--- src/ccu_bus_pkg.sv ---
`default_nettype none

package ccu_bus_pkg;

    // ----------------------------------------------------------------------
    // Wishbone classic request, shared by core, snoop and memory ports
    // ----------------------------------------------------------------------
    typedef struct packed {
        logic        cyc;
        logic        stb;
        logic        we;
        logic [31:0] adr;
        logic [7:0]  tga;   // Tag word or snoop op code
    } wb_req_t;

    // ----------------------------------------------------------------------
    // Wishbone classic response
    // ----------------------------------------------------------------------
    // tgd[1] data valid, tgd[0] line was dirty
    // Only the snoop port drives tgd
    typedef struct packed {
        logic        ack;
        logic        err;
        logic [63:0] dat;
        logic [1:0]  tgd;
    } wb_rsp_t;

    // Index into tgd
    localparam int unsigned TgdValid = 1;
    localparam int unsigned TgdDirty = 0;

endpackage

`default_nettype wire

--- src/ccu_snoop_pkg.sv ---
`default_nettype none

package ccu_snoop_pkg;

    // Coherent read kinds, codes 5 to 7 are illegal
    typedef enum logic [2:0] {
        READ_ONCE    = 3'd0,
        READ_SHARED  = 3'd1,
        READ_CLEAN   = 3'd2,
        READ_UNIQUE  = 3'd3,
        CLEAN_UNIQUE = 3'd4
    } snoop_op_e;

    localparam logic [2:0] LastLegalOp = 3'd4;

    // ----------------------------------------------------------------------
    // Tag word views
    // ----------------------------------------------------------------------
    typedef struct packed {
        logic       flag;     // 1 for coherent
        logic [2:0] op;
        logic [3:0] domain;
    } rd_tag_coh_t;

    typedef struct packed {
        logic       flag;     // 0 for plain
        logic [2:0] rsvd;
        logic [3:0] attr;     // Cache attributes
    } rd_tag_plain_t;

    typedef union packed {
        rd_tag_coh_t   coh;
        rd_tag_plain_t plain;
    } rd_tag_u;

    // Decoded read handed from decoder to execute stage
    typedef struct packed {
        logic        coherent;
        snoop_op_e   op;
        logic        needs_data;
        logic        illegal;
        logic [31:0] adr;
    } rd_info_t;

endpackage

`default_nettype wire

--- src/ccu_read_decoder.sv ---
`timescale 1ns/1ps
`default_nettype none

module ccu_read_decoder (
    input  wire                       rst_n,
    input  wire                       rst_n_i,
    input  ccu_bus_pkg::wb_req_t      core_req_i,
    input  wire                       idle_i,
    output logic                      start_o,
    output ccu_snoop_pkg::rd_info_t   info_o
);

    ccu_snoop_pkg::rd_tag_u  tag;
    ccu_snoop_pkg::rd_info_t info_d;
    logic                    busy_q;
    logic                    accept;

    assign tag    = core_req_i.tga;
    assign accept = core_req_i.cyc & core_req_i.stb & ~busy_q;

    // ----------------------------------------------------------------------
    // Tag word decode
    // ----------------------------------------------------------------------
    always_comb begin
        info_d     = '0;
        info_d.adr = core_req_i.adr;
        if (tag.plain.flag == 1'b0) begin
            info_d.coherent   = 1'b0;
            info_d.op         = ccu_snoop_pkg::READ_ONCE;
            info_d.needs_data = 1'b1;
        end else begin
            info_d.coherent = 1'b1;
            if (tag.coh.op > ccu_snoop_pkg::LastLegalOp) begin
                info_d.illegal = 1'b1;
                info_d.op      = ccu_snoop_pkg::READ_ONCE;
            end else begin
                info_d.op = ccu_snoop_pkg::snoop_op_e'(tag.coh.op);
            end
            info_d.needs_data = (info_d.op != ccu_snoop_pkg::CLEAN_UNIQUE);
        end
        if (core_req_i.we) begin
            info_d.illegal = 1'b1; // Writes not supported
        end
    end

    // ----------------------------------------------------------------------
    // Request latch
    // ----------------------------------------------------------------------
    always_ff @(posedge rst_n) begin
        if (!rst_n_i) begin
            busy_q  <= 1'b0;
            start_o <= 1'b0;
        end else begin
            start_o <= accept;
            if (accept) begin
                busy_q <= 1'b1;
            end else if (idle_i) begin
                busy_q <= 1'b0;     // Answer sent
            end
        end
    end

    always_ff @(posedge rst_n) begin
        if (accept) begin
            info_o <= info_d;
        end
    end

endmodule

`default_nettype wire

--- src/ccu_read_result.sv ---
`timescale 1ns/1ps
`default_nettype none

module ccu_read_result #(
    parameter int unsigned DataWidth = 64
) (
    input  wire                       rst_n,
    input  wire                       rst_n_i,
    input  wire                       done_i,
    input  wire                       src_snoop_i,
    input  wire                       zero_data_i,
    input  wire                       illegal_i,
    input  wire  [DataWidth-1:0]      snoop_dat_i,
    input  wire  [DataWidth-1:0]      mem_dat_i,
    output ccu_bus_pkg::wb_rsp_t      core_rsp_o,
    output logic                      idle_o
);

    logic [DataWidth-1:0] dat_q;
    logic                 ack_q;
    logic                 err_q;

    // ----------------------------------------------------------------------
    // Answer data select
    // ----------------------------------------------------------------------
    always_ff @(posedge rst_n) begin
        if (done_i) begin
            if (zero_data_i) begin
                dat_q <= '0;
            end else if (src_snoop_i) begin
                dat_q <= snoop_dat_i;
            end else begin
                dat_q <= mem_dat_i;
            end
        end
    end

    // One-cycle answer pulse
    always_ff @(posedge rst_n) begin
        if (!rst_n_i) begin
            ack_q  <= 1'b0;
            err_q  <= 1'b0;
            idle_o <= 1'b0;
        end else begin
            ack_q  <= done_i & ~illegal_i;
            err_q  <= done_i & illegal_i;
            idle_o <= done_i;          // Frees the decoder
        end
    end

    always_comb begin
        core_rsp_o     = '0;
        core_rsp_o.ack = ack_q;
        core_rsp_o.err = err_q;
        core_rsp_o.dat = dat_q;
    end

endmodule

`default_nettype wire

--- src/ccu_read_top.sv ---
`timescale 1ns/1ps
`default_nettype none

module ccu_read_top #(
    parameter int unsigned DataWidth = 64
) (
    input  wire                       rst_n,
    input  wire                       rst_n_i,
    input  ccu_bus_pkg::wb_req_t      core_req_i,
    output ccu_bus_pkg::wb_rsp_t      core_rsp_o,
    output ccu_bus_pkg::wb_req_t      snoop_req_o,
    input  ccu_bus_pkg::wb_rsp_t      snoop_rsp_i,
    output ccu_bus_pkg::wb_req_t      mem_req_o,
    input  ccu_bus_pkg::wb_rsp_t      mem_rsp_i
);

    ccu_snoop_pkg::rd_info_t info;
    logic                    start;
    logic                    idle;
    logic                    done;
    logic                    src_snoop;
    logic                    zero_data;
    logic                    illegal;
    logic [DataWidth-1:0]    snoop_dat;
    logic [DataWidth-1:0]    mem_dat;

    // ----------------------------------------------------------------------
    // Decode, execute, result
    // ----------------------------------------------------------------------
    ccu_read_decoder u_decoder (
        .rst_n      (rst_n),
        .rst_n_i    (rst_n_i),
        .core_req_i (core_req_i),
        .idle_i     (idle),
        .start_o    (start),
        .info_o     (info)
    );

    ccu_snoop_ctrl u_snoop_ctrl (
        .rst_n       (rst_n),
        .rst_n_i     (rst_n_i),
        .start_i     (start),
        .info_i      (info),
        .snoop_req_o (snoop_req_o),
        .snoop_rsp_i (snoop_rsp_i),
        .mem_req_o   (mem_req_o),
        .mem_rsp_i   (mem_rsp_i),
        .done_o      (done),
        .src_snoop_o (src_snoop),
        .zero_data_o (zero_data),
        .illegal_o   (illegal),
        .snoop_dat_o (snoop_dat),
        .mem_dat_o   (mem_dat)
    );

    ccu_read_result #(
        .DataWidth (DataWidth)
    ) u_result (
        .rst_n       (rst_n),
        .rst_n_i     (rst_n_i),
        .done_i      (done),
        .src_snoop_i (src_snoop),
        .zero_data_i (zero_data),
        .illegal_i   (illegal),
        .snoop_dat_i (snoop_dat),
        .mem_dat_i   (mem_dat),
        .core_rsp_o  (core_rsp_o),
        .idle_o      (idle)
    );

endmodule

`default_nettype wire

--- src/ccu_snoop_ctrl.sv ---
`timescale 1ns/1ps
`default_nettype none

module ccu_snoop_ctrl (
    input  wire                       rst_n,
    input  wire                       rst_n_i,
    input  wire                       start_i,
    input  ccu_snoop_pkg::rd_info_t   info_i,
    output ccu_bus_pkg::wb_req_t      snoop_req_o,
    input  ccu_bus_pkg::wb_rsp_t      snoop_rsp_i,
    output ccu_bus_pkg::wb_req_t      mem_req_o,
    input  ccu_bus_pkg::wb_rsp_t      mem_rsp_i,
    output logic                      done_o,
    output logic                      src_snoop_o,
    output logic                      zero_data_o,
    output logic                      illegal_o,
    output logic [63:0]               snoop_dat_o,
    output logic [63:0]               mem_dat_o
);

    typedef enum logic [1:0] {
        IDLE,
        SNOOP,
        MEM,
        DONE
    } state_e;

    state_e state_q;
    logic   snoop_hit;
    logic   clean_unique;

    assign clean_unique = (info_i.op == ccu_snoop_pkg::CLEAN_UNIQUE);
    assign snoop_hit    = snoop_rsp_i.tgd[ccu_bus_pkg::TgdValid] & info_i.needs_data;

    // ----------------------------------------------------------------------
    // Bus requests, held for the whole state
    // ----------------------------------------------------------------------
    always_comb begin
        snoop_req_o     = '0;
        snoop_req_o.cyc = (state_q == SNOOP);
        snoop_req_o.stb = (state_q == SNOOP);
        snoop_req_o.adr = info_i.adr;
        snoop_req_o.tga = 8'(info_i.op);   // Op code rides in tga

        mem_req_o     = '0;
        mem_req_o.cyc = (state_q == MEM);
        mem_req_o.stb = (state_q == MEM);
        mem_req_o.adr = info_i.adr;
    end

    assign done_o = (state_q == DONE);

    // ----------------------------------------------------------------------
    // FSM
    // ----------------------------------------------------------------------
    always_ff @(posedge rst_n) begin
        if (!rst_n_i) begin
            state_q     <= IDLE;
            src_snoop_o <= 1'b0;
            zero_data_o <= 1'b0;
            illegal_o   <= 1'b0;
        end else begin
            case (state_q)
                IDLE: begin
                    if (start_i) begin
                        src_snoop_o <= 1'b0;
                        zero_data_o <= 1'b0;
                        illegal_o   <= info_i.illegal;
                        if (info_i.illegal) begin
                            state_q <= DONE;   // No bus access
                        end else if (info_i.coherent) begin
                            state_q <= SNOOP;
                        end else begin
                            state_q <= MEM;
                        end
                    end
                end
                SNOOP: begin
                    if (snoop_rsp_i.ack) begin
                        if (clean_unique) begin
                            zero_data_o <= 1'b1;
                            state_q     <= DONE;
                        end else if (snoop_hit) begin
                            src_snoop_o <= 1'b1;  // Peer data answers
                            state_q     <= DONE;
                        end else begin
                            state_q <= MEM;
                        end
                    end
                end
                MEM: begin
                    if (mem_rsp_i.ack) begin
                        state_q <= DONE;
                    end
                end
                default: begin
                    state_q <= IDLE;
                end
            endcase
        end
    end

    // Captured read data
    always_ff @(posedge rst_n) begin
        if (state_q == SNOOP && snoop_rsp_i.ack) begin
            snoop_dat_o <= snoop_rsp_i.dat;
        end
        if (state_q == MEM && mem_rsp_i.ack) begin
            mem_dat_o <= mem_rsp_i.dat;
        end
    end

endmodule

`default_nettype wire

--- config.mk ---
export PLATFORM = sky130hd
export DESIGN_NAME = ccu_read_top
export DESIGN_NICKNAME = d
export VERILOG_FILES = /design/src/ccu_bus_pkg.sv /design/src/ccu_snoop_pkg.sv /design/src/ccu_read_decoder.sv /design/src/ccu_read_result.sv /design/src/ccu_read_top.sv /design/src/ccu_snoop_ctrl.sv
export SDC_FILE = /design/constraint.sdc
export NUM_CORES = 1
export LEC_CHECK = 0
export BUFFER_PORTS_ARGS = -buffer_cell sky130_fd_sc_hd__clkbuf_2
export CAP_MARGIN = 20
export CORE_MARGIN = 2
export CORE_UTILIZATION = 49
export CTS_CLUSTER_SIZE = 28
export DETAILED_ROUTE_END_ITERATION = 8
export GPL_TIMING_DRIVEN = 0
export PLACE_DENSITY = 0.77
export SLEW_MARGIN = 20
export SYNTH_ARGS = -nofsm -noshare
export SYNTH_HDL_FRONTEND = slang
export SYNTH_HIERARCHICAL = 1
export SYNTH_SLANG_ARGS = --single-unit
--- constraint.sdc ---
create_clock -name rst_n -period 3.2 [get_ports rst_n]
set_input_delay 0.64 -clock rst_n [delete_from_list [all_inputs] [get_ports rst_n]]
set_output_delay 0.64 -clock rst_n [all_outputs]
set_load 0.02 [all_outputs]
# Word-level counts from Yosys, hierarchy flattened
# Cells that the tools add are included.
dict set report word_totals {
  latch_bits 0
  mem_bits_rw 0
  romBits 0
  inputBits 181
  word_cells 69
  n_memories 0
  ff_bits 240
}
dict set report classes {
  mul 0
  n_mux 24
  div 0
  n_eq_ne 11
  shifts 0
  n_addsub 0
  n_reduce_logical 9
  order_cmp 1
  bitwise 7
}
# op n
set op_table {}
lappend op_table {{64-bit two-way mux} 1}
lappend op_table {{2-bit two-way mux} 6}
lappend op_table {{1-bit two-way mux} 11}
lappend op_table {{2-bit by 1-bit != test with 1-bit output (second input constant)} 4}
lappend op_table {{3-bit two-way mux} 2}
lappend op_table {{2-bit one-hot mux with 3 select lines} 1}
lappend op_table {{1-bit bitwise AND} 5}
lappend op_table {{5-bit two-way mux} 1}
lappend op_table {{5-bit AND reduction} 1}
lappend op_table {{2-bit equality test (second input constant)} 2}
lappend op_table {{2-bit != test (second input constant)} 2}
lappend op_table {{1-bit one-hot mux with 2 select lines} 2}
lappend op_table {{4-bit AND reduction} 1}
lappend op_table {{2-bit nonzero test} 2}
lappend op_table {{3-bit equality test (second input constant)} 1}
lappend op_table {{3-bit greater-than comparator (second input constant)} 1}
lappend op_table {{3-bit != test (second input constant)} 1}
lappend op_table {{3-bit AND reduction} 1}
lappend op_table {{2-bit by 1-bit equality test with 1-bit output (second input constant)} 1}
lappend op_table {{1-bit logical AND} 2}
lappend op_table {{2-bit logical NOT} 1}
lappend op_table {{1-bit NOT} 2}
lappend op_table {{2-bit AND reduction} 1}

# Longest topological paths before layout
dict set report logic_depth {
  ltp_word 5
  ltp_mapped 6
}

# Modules after synthesis
# Netlist, hierarchy kept.
# module cells_per_inst area_per_inst_um2 instances seq_area_each_um2
set modules_own_cells {}
lappend modules_own_cells {ccu_snoop_ctrl 253 4827.1 1 3943.8}
lappend modules_own_cells {ccu_read_result 217 3044.2 1 1981.9}
lappend modules_own_cells {ccu_read_decoder 51 1255.0 1 1181.1}

# Worst setup path before layout
# Ideal clock, no wire load.
dict set report synth_timing {
  kind {flip-flop to flip-flop}
  from {register u_snoop_ctrl.state_q[0]}
  to {register u_snoop_ctrl.mem_dat_o[0], enable pin}
  stages_incl_launch_ff 4
  period_less_slack_ns 2.698
  path_buffers 0
  arrival_ns 2.270
  required_ns 2.771
  path_slack_ns 0.502
  cell_sequence {dfxtp_1 > inv_1 > ha_1 > and2_1}
}
# element line
set synth_lines {}
lappend synth_lines {{start: declaration} ccu_snoop_ctrl.sv:28} ;# state_e state_q;
lappend synth_lines {{start signal: assignment} ccu_snoop_ctrl.sv:58} ;# state_q <= IDLE;
lappend synth_lines {{start signal: assignment} ccu_snoop_ctrl.sv:70} ;# state_q <= DONE;
lappend synth_lines {{start signal: assignment} ccu_snoop_ctrl.sv:72} ;# state_q <= SNOOP;
lappend synth_lines {{end signal: assignment} ccu_snoop_ctrl.sv:109} ;# mem_dat_o <= mem_rsp_i.dat;
lappend synth_lines {{end: declaration} ccu_snoop_ctrl.sv:18} ;# output logic [63:0] mem_dat_o

==> out/summary.txt <==
==================================================================================
Crit path launch                                                      u_snoop_ctrl/state_q[0]$_SDFFE_PN0P_
Final Max Tran Viols                                                             0
Number of antenna violations at the first check in global routing                0
Cts repair resizes                                                               0
Portion of the post-synthesis area used by sequential elements              77.87%
Combinational family with the most area after synthesis               buffers and inverters
Mapped Area                                                              9126 um^2
Max Root-Sink Buffers                                                            3
Die footprint                                                           19730 um^2
Total power divided by cell area                                      634.1 nW/um^2
Clock tree from TritonCTS                                                      yes
Number of hold buffers added after cts                                           0
DRC violations left                                                              0
Filler-free cell count of the finished design                                 1122
First-pass GRT wire length                                                27350 um
Vias in the first global route                                                5191
Final HPWL from detailed placement                                        13610 um
Die height                                                                140.5 um
Placeable core region                                                   18150 um^2
Adder and majority cell fraction of the synthesized area                   0.5484%
Layout fillers                                                                1290
Peak per-stage delay on the critical path                                   430 ps
Final hold slack                                                          303.5 ps
R2R Path Start                                                        u_snoop_ctrl/state_q[0]$_SDFFE_PN0P_
Number of H-tree branching levels                                                1
First-pass iteration count of the detailed router                                4
Final-layout setup total negative slack                                       0 ps
Mux cell area share after synthesis                                         7.019%
Path type of the worst setup path                                          reg2out
R2r setup slk                                                              1330 ps
Minimum setup slack after placement                                        1328 ps
Data required time at the worst endpoint                                   2560 ps
Fraction of synthesized cell area in xor and xnor cells                         0%
Leakage power                                                          0.004883 uW
Achievable frequency                                                     444.6 MHz
Global routing usage summed across all routing layers                       18.11%
Global placement routability congestion                                     0.7560
Antenna fix cells                                                                0
Crit path time final                                                       2249 ps
Number of flops mapped to enable cells by yosys                                230
Async set or reset register ratio after synthesis                               0%
Number of port buffers                                                         308
Library cell occupying the most area in the post-synthesis netlist        edfxtp_1
Number of CTS-inserted buffers                                                  25
Pin count of the biggest net entering global routing                            41
Via density per instance                                                     4.584
X dimension of the die                                                    140.5 um
Final Util                                                                  65.45%
Top FF cell, synth                                                        edfxtp_1
Number of flip-flops and latches in the synthesized netlist                    240
Arr. time, crit path                                                       1610 ps
Worst clock skew                                                          11.22 ps
Portion of synthesized cell area occupied by the leading cell type          75.68%
Share of the synthesized area in compound gates (AO/OA/AOI/OAI)             1.056%
CP Cell Sequence                                                      ha_1, buf_4, clkbuf_2
Post-Synthesis Cells                                                           521
Signed area change from the synthesized netlist to the final layout         30.15%
Row count                                                                       49
Synth Area in Simple Gates                                                  4.648%
Status                                                                   completed
CTS clk-pin slew, worst paths                                                60 ps
Cell class contributing the biggest share of worst-path delay           flip-flops
Net count of the finished layout                                              1060
Source of the worst hold timing path                                  mem_rsp_i[22]
Clock insertion delay at the later pin of the skew report                   510 ps
Setup repair after global routing missed its margin                          false
Count of synthesis-stage warnings from yosys                                     6
DP Cell Count                                                                 1077
Buffers and inverters on the worst path                                          2
Cell at the root of the clock tree                                       clkbuf_16
Mean routed wirelength per cell                                           16.31 um
Post-synth cell types                                                           36
Total via count after detailed routing                                        5143
Synthesized area per cell                                               17.52 um^2
First DRT Iteration DRCs                                                       190
Fin worst setup slack                                                     950.7 ps
Hold Violations, Final                                                           0
Element type at the critical path end                                  output port
Number of top-level pins                                                       335
Total number of clock tree sinks                                               240
Top cells by instance count after synthesis                           edfxtp_1 (230), buf_4 (88), nor2_1 (67)
Starting Density                                                            50.29%
Kind of start point of the critical path                                      flop
Post-CTS setup buffer count                                                      0
VDD IR max                                                               0.5040 mV
Cell types with the largest area share after synthesis                edfxtp_1 (76%), buf_4 (7.2%), mux2i_1 (7.0%)
Final count of negative-setup-slack endpoints                                    0
Most numerous cell in the Yosys netlist                                   edfxtp_1
Detail Route Antenna Nets                                                        0
Standard cell with the maximum stage delay on the critical path            dfxtp_1
Layout cell share with drive strength beyond 1                              50.62%
Overflow left after global routing                                               0
Routed wire length                                                        18300 um
Worst-path fanout max                                                            8
Path class of the lowest-slack min-delay path                               in2reg
# Max-Cap Violations                                                             0
Final clock period utilization by the worst path                            70.29%
==================================================================================
-- placed cells by master, fill, tap and decap left out, types with 3 or more instances in the layout --
| cell | netlist | final |
|---|---|---|
| buf_8 | 6 | 6 |
| dfxtp_1 | 10 | 10 |
| nand2_1 | 4 | 4 |
| nor2_1 | 67 | 67 |
| buf_12 | 0 | 4 |
| buf_1 | 6 | 6 |
| clkbuf_2 | 1 | 309 |
| nand3_1 | 3 | 3 |
| buf_4 | 88 | 88 |
| clkinv_2 | 0 | 6 |
| conb_1 | 2 | 17 |
| ha_1 | 4 | 3 |
| inv_1 | 3 | 3 |
| mux2i_1 | 64 | 64 |
| clkbuf_16 | 0 | 25 |
| clkbuf_1 | 0 | 8 |
| edfxtp_1 | 230 | 230 |
| clkbuf_8 | 0 | 3 |
-- worst register-to-register path: cells and delay by family (launching register included) --
kind          cells  cell delay (ps)
buf+inv           1              290
simple gates      1              450
fa+ha+maj         1              350
flops             1              430
-- final cells by class --
cell class	instances	area (um^2)	share of cell area, %
Sequential cell	240	7107	59.83
Timing Repair Buffer	312	1622	13.65
Multi-Input combinational cell	191	1292	10.88
Buffer	102	789.5	6.647
Clock buffer	36	696.9	5.867
Tap cell	229	286.5	2.412
Clock inverter	9	72.57	0.6110
Inverter	3	11.26	0.09481
-- registers in the layout, summed over array words and instances (netlist names) --
name                      cells
u_result/dat_q               64
u_snoop_ctrl/mem_dat_o       64
u_snoop_ctrl/snoop_dat_o     64
u_decoder/info_o             38
u_snoop_ctrl/state_q          2
u_decoder/busy_q              1
u_decoder/start_o             1
u_result/ack_q                1
u_result/err_q                1
u_result/idle_o               1
u_snoop_ctrl/illegal_o        1
u_snoop_ctrl/src_snoop_o      1
u_snoop_ctrl/zero_data_o      1
-- cell families after synthesis --
logic type / Yosys count
AOI/OAI and AO/OA: 12
buffers and inverters: 105
adders and majority gates: 4
muxes: 64
DFF: 240
other: 2
and+or+nand+nor: 94
-- final timing paths --
| path | cells after the start | endpoint |
|---|---|---|
| worst max-delay path | 3 | snoop_req_o[42] |
| worst min-delay path | 1 | u_snoop_ctrl/mem_dat_o[20]$_DFFE_PP_ |
| worst max register to register | 3 | u_snoop_ctrl/snoop_dat_o[23]$_DFFE_PP_ |
| worst min register to register | 1 | u_result/ack_q$_SDFF_PN0_ |
-- power breakdown --
part | internal (uW) | leakage (uW) | switching, uW
Combinational | 432 | 0.00233 | 610
Clock | 1590 | 0.000383 | 1080
Sequential | 3750 | 0.00217 | 67.7
-- per-stage QoR --
| step | power, uW | instance area (um^2) |
|---|---|---|
| 2_1_floorplan | 4569 | 9183 |
| 3_3_place_gp | 4893 | 11010 |
| 3_5_place_dp | 4937 | 11110 |
| 4_1_cts | 7622 | 11880 |
| 5_1_grt | 7847 | 11880 |
| 6_report | 7532 | 11880 |
-- per-layer routing --
metal / GRT usage [%] / vias up / share of wire [%]
met2: 33.98 / 252 / 53
met1: 19.94 / 2349 / 35
li1: - / 2507 / -
met5: 0 / - / 0
met4: 5.158 / 0 / 2.6
met3: 5.299 / 35 / 9.0
No activity file was read; power rests on OpenSTA's default activity.
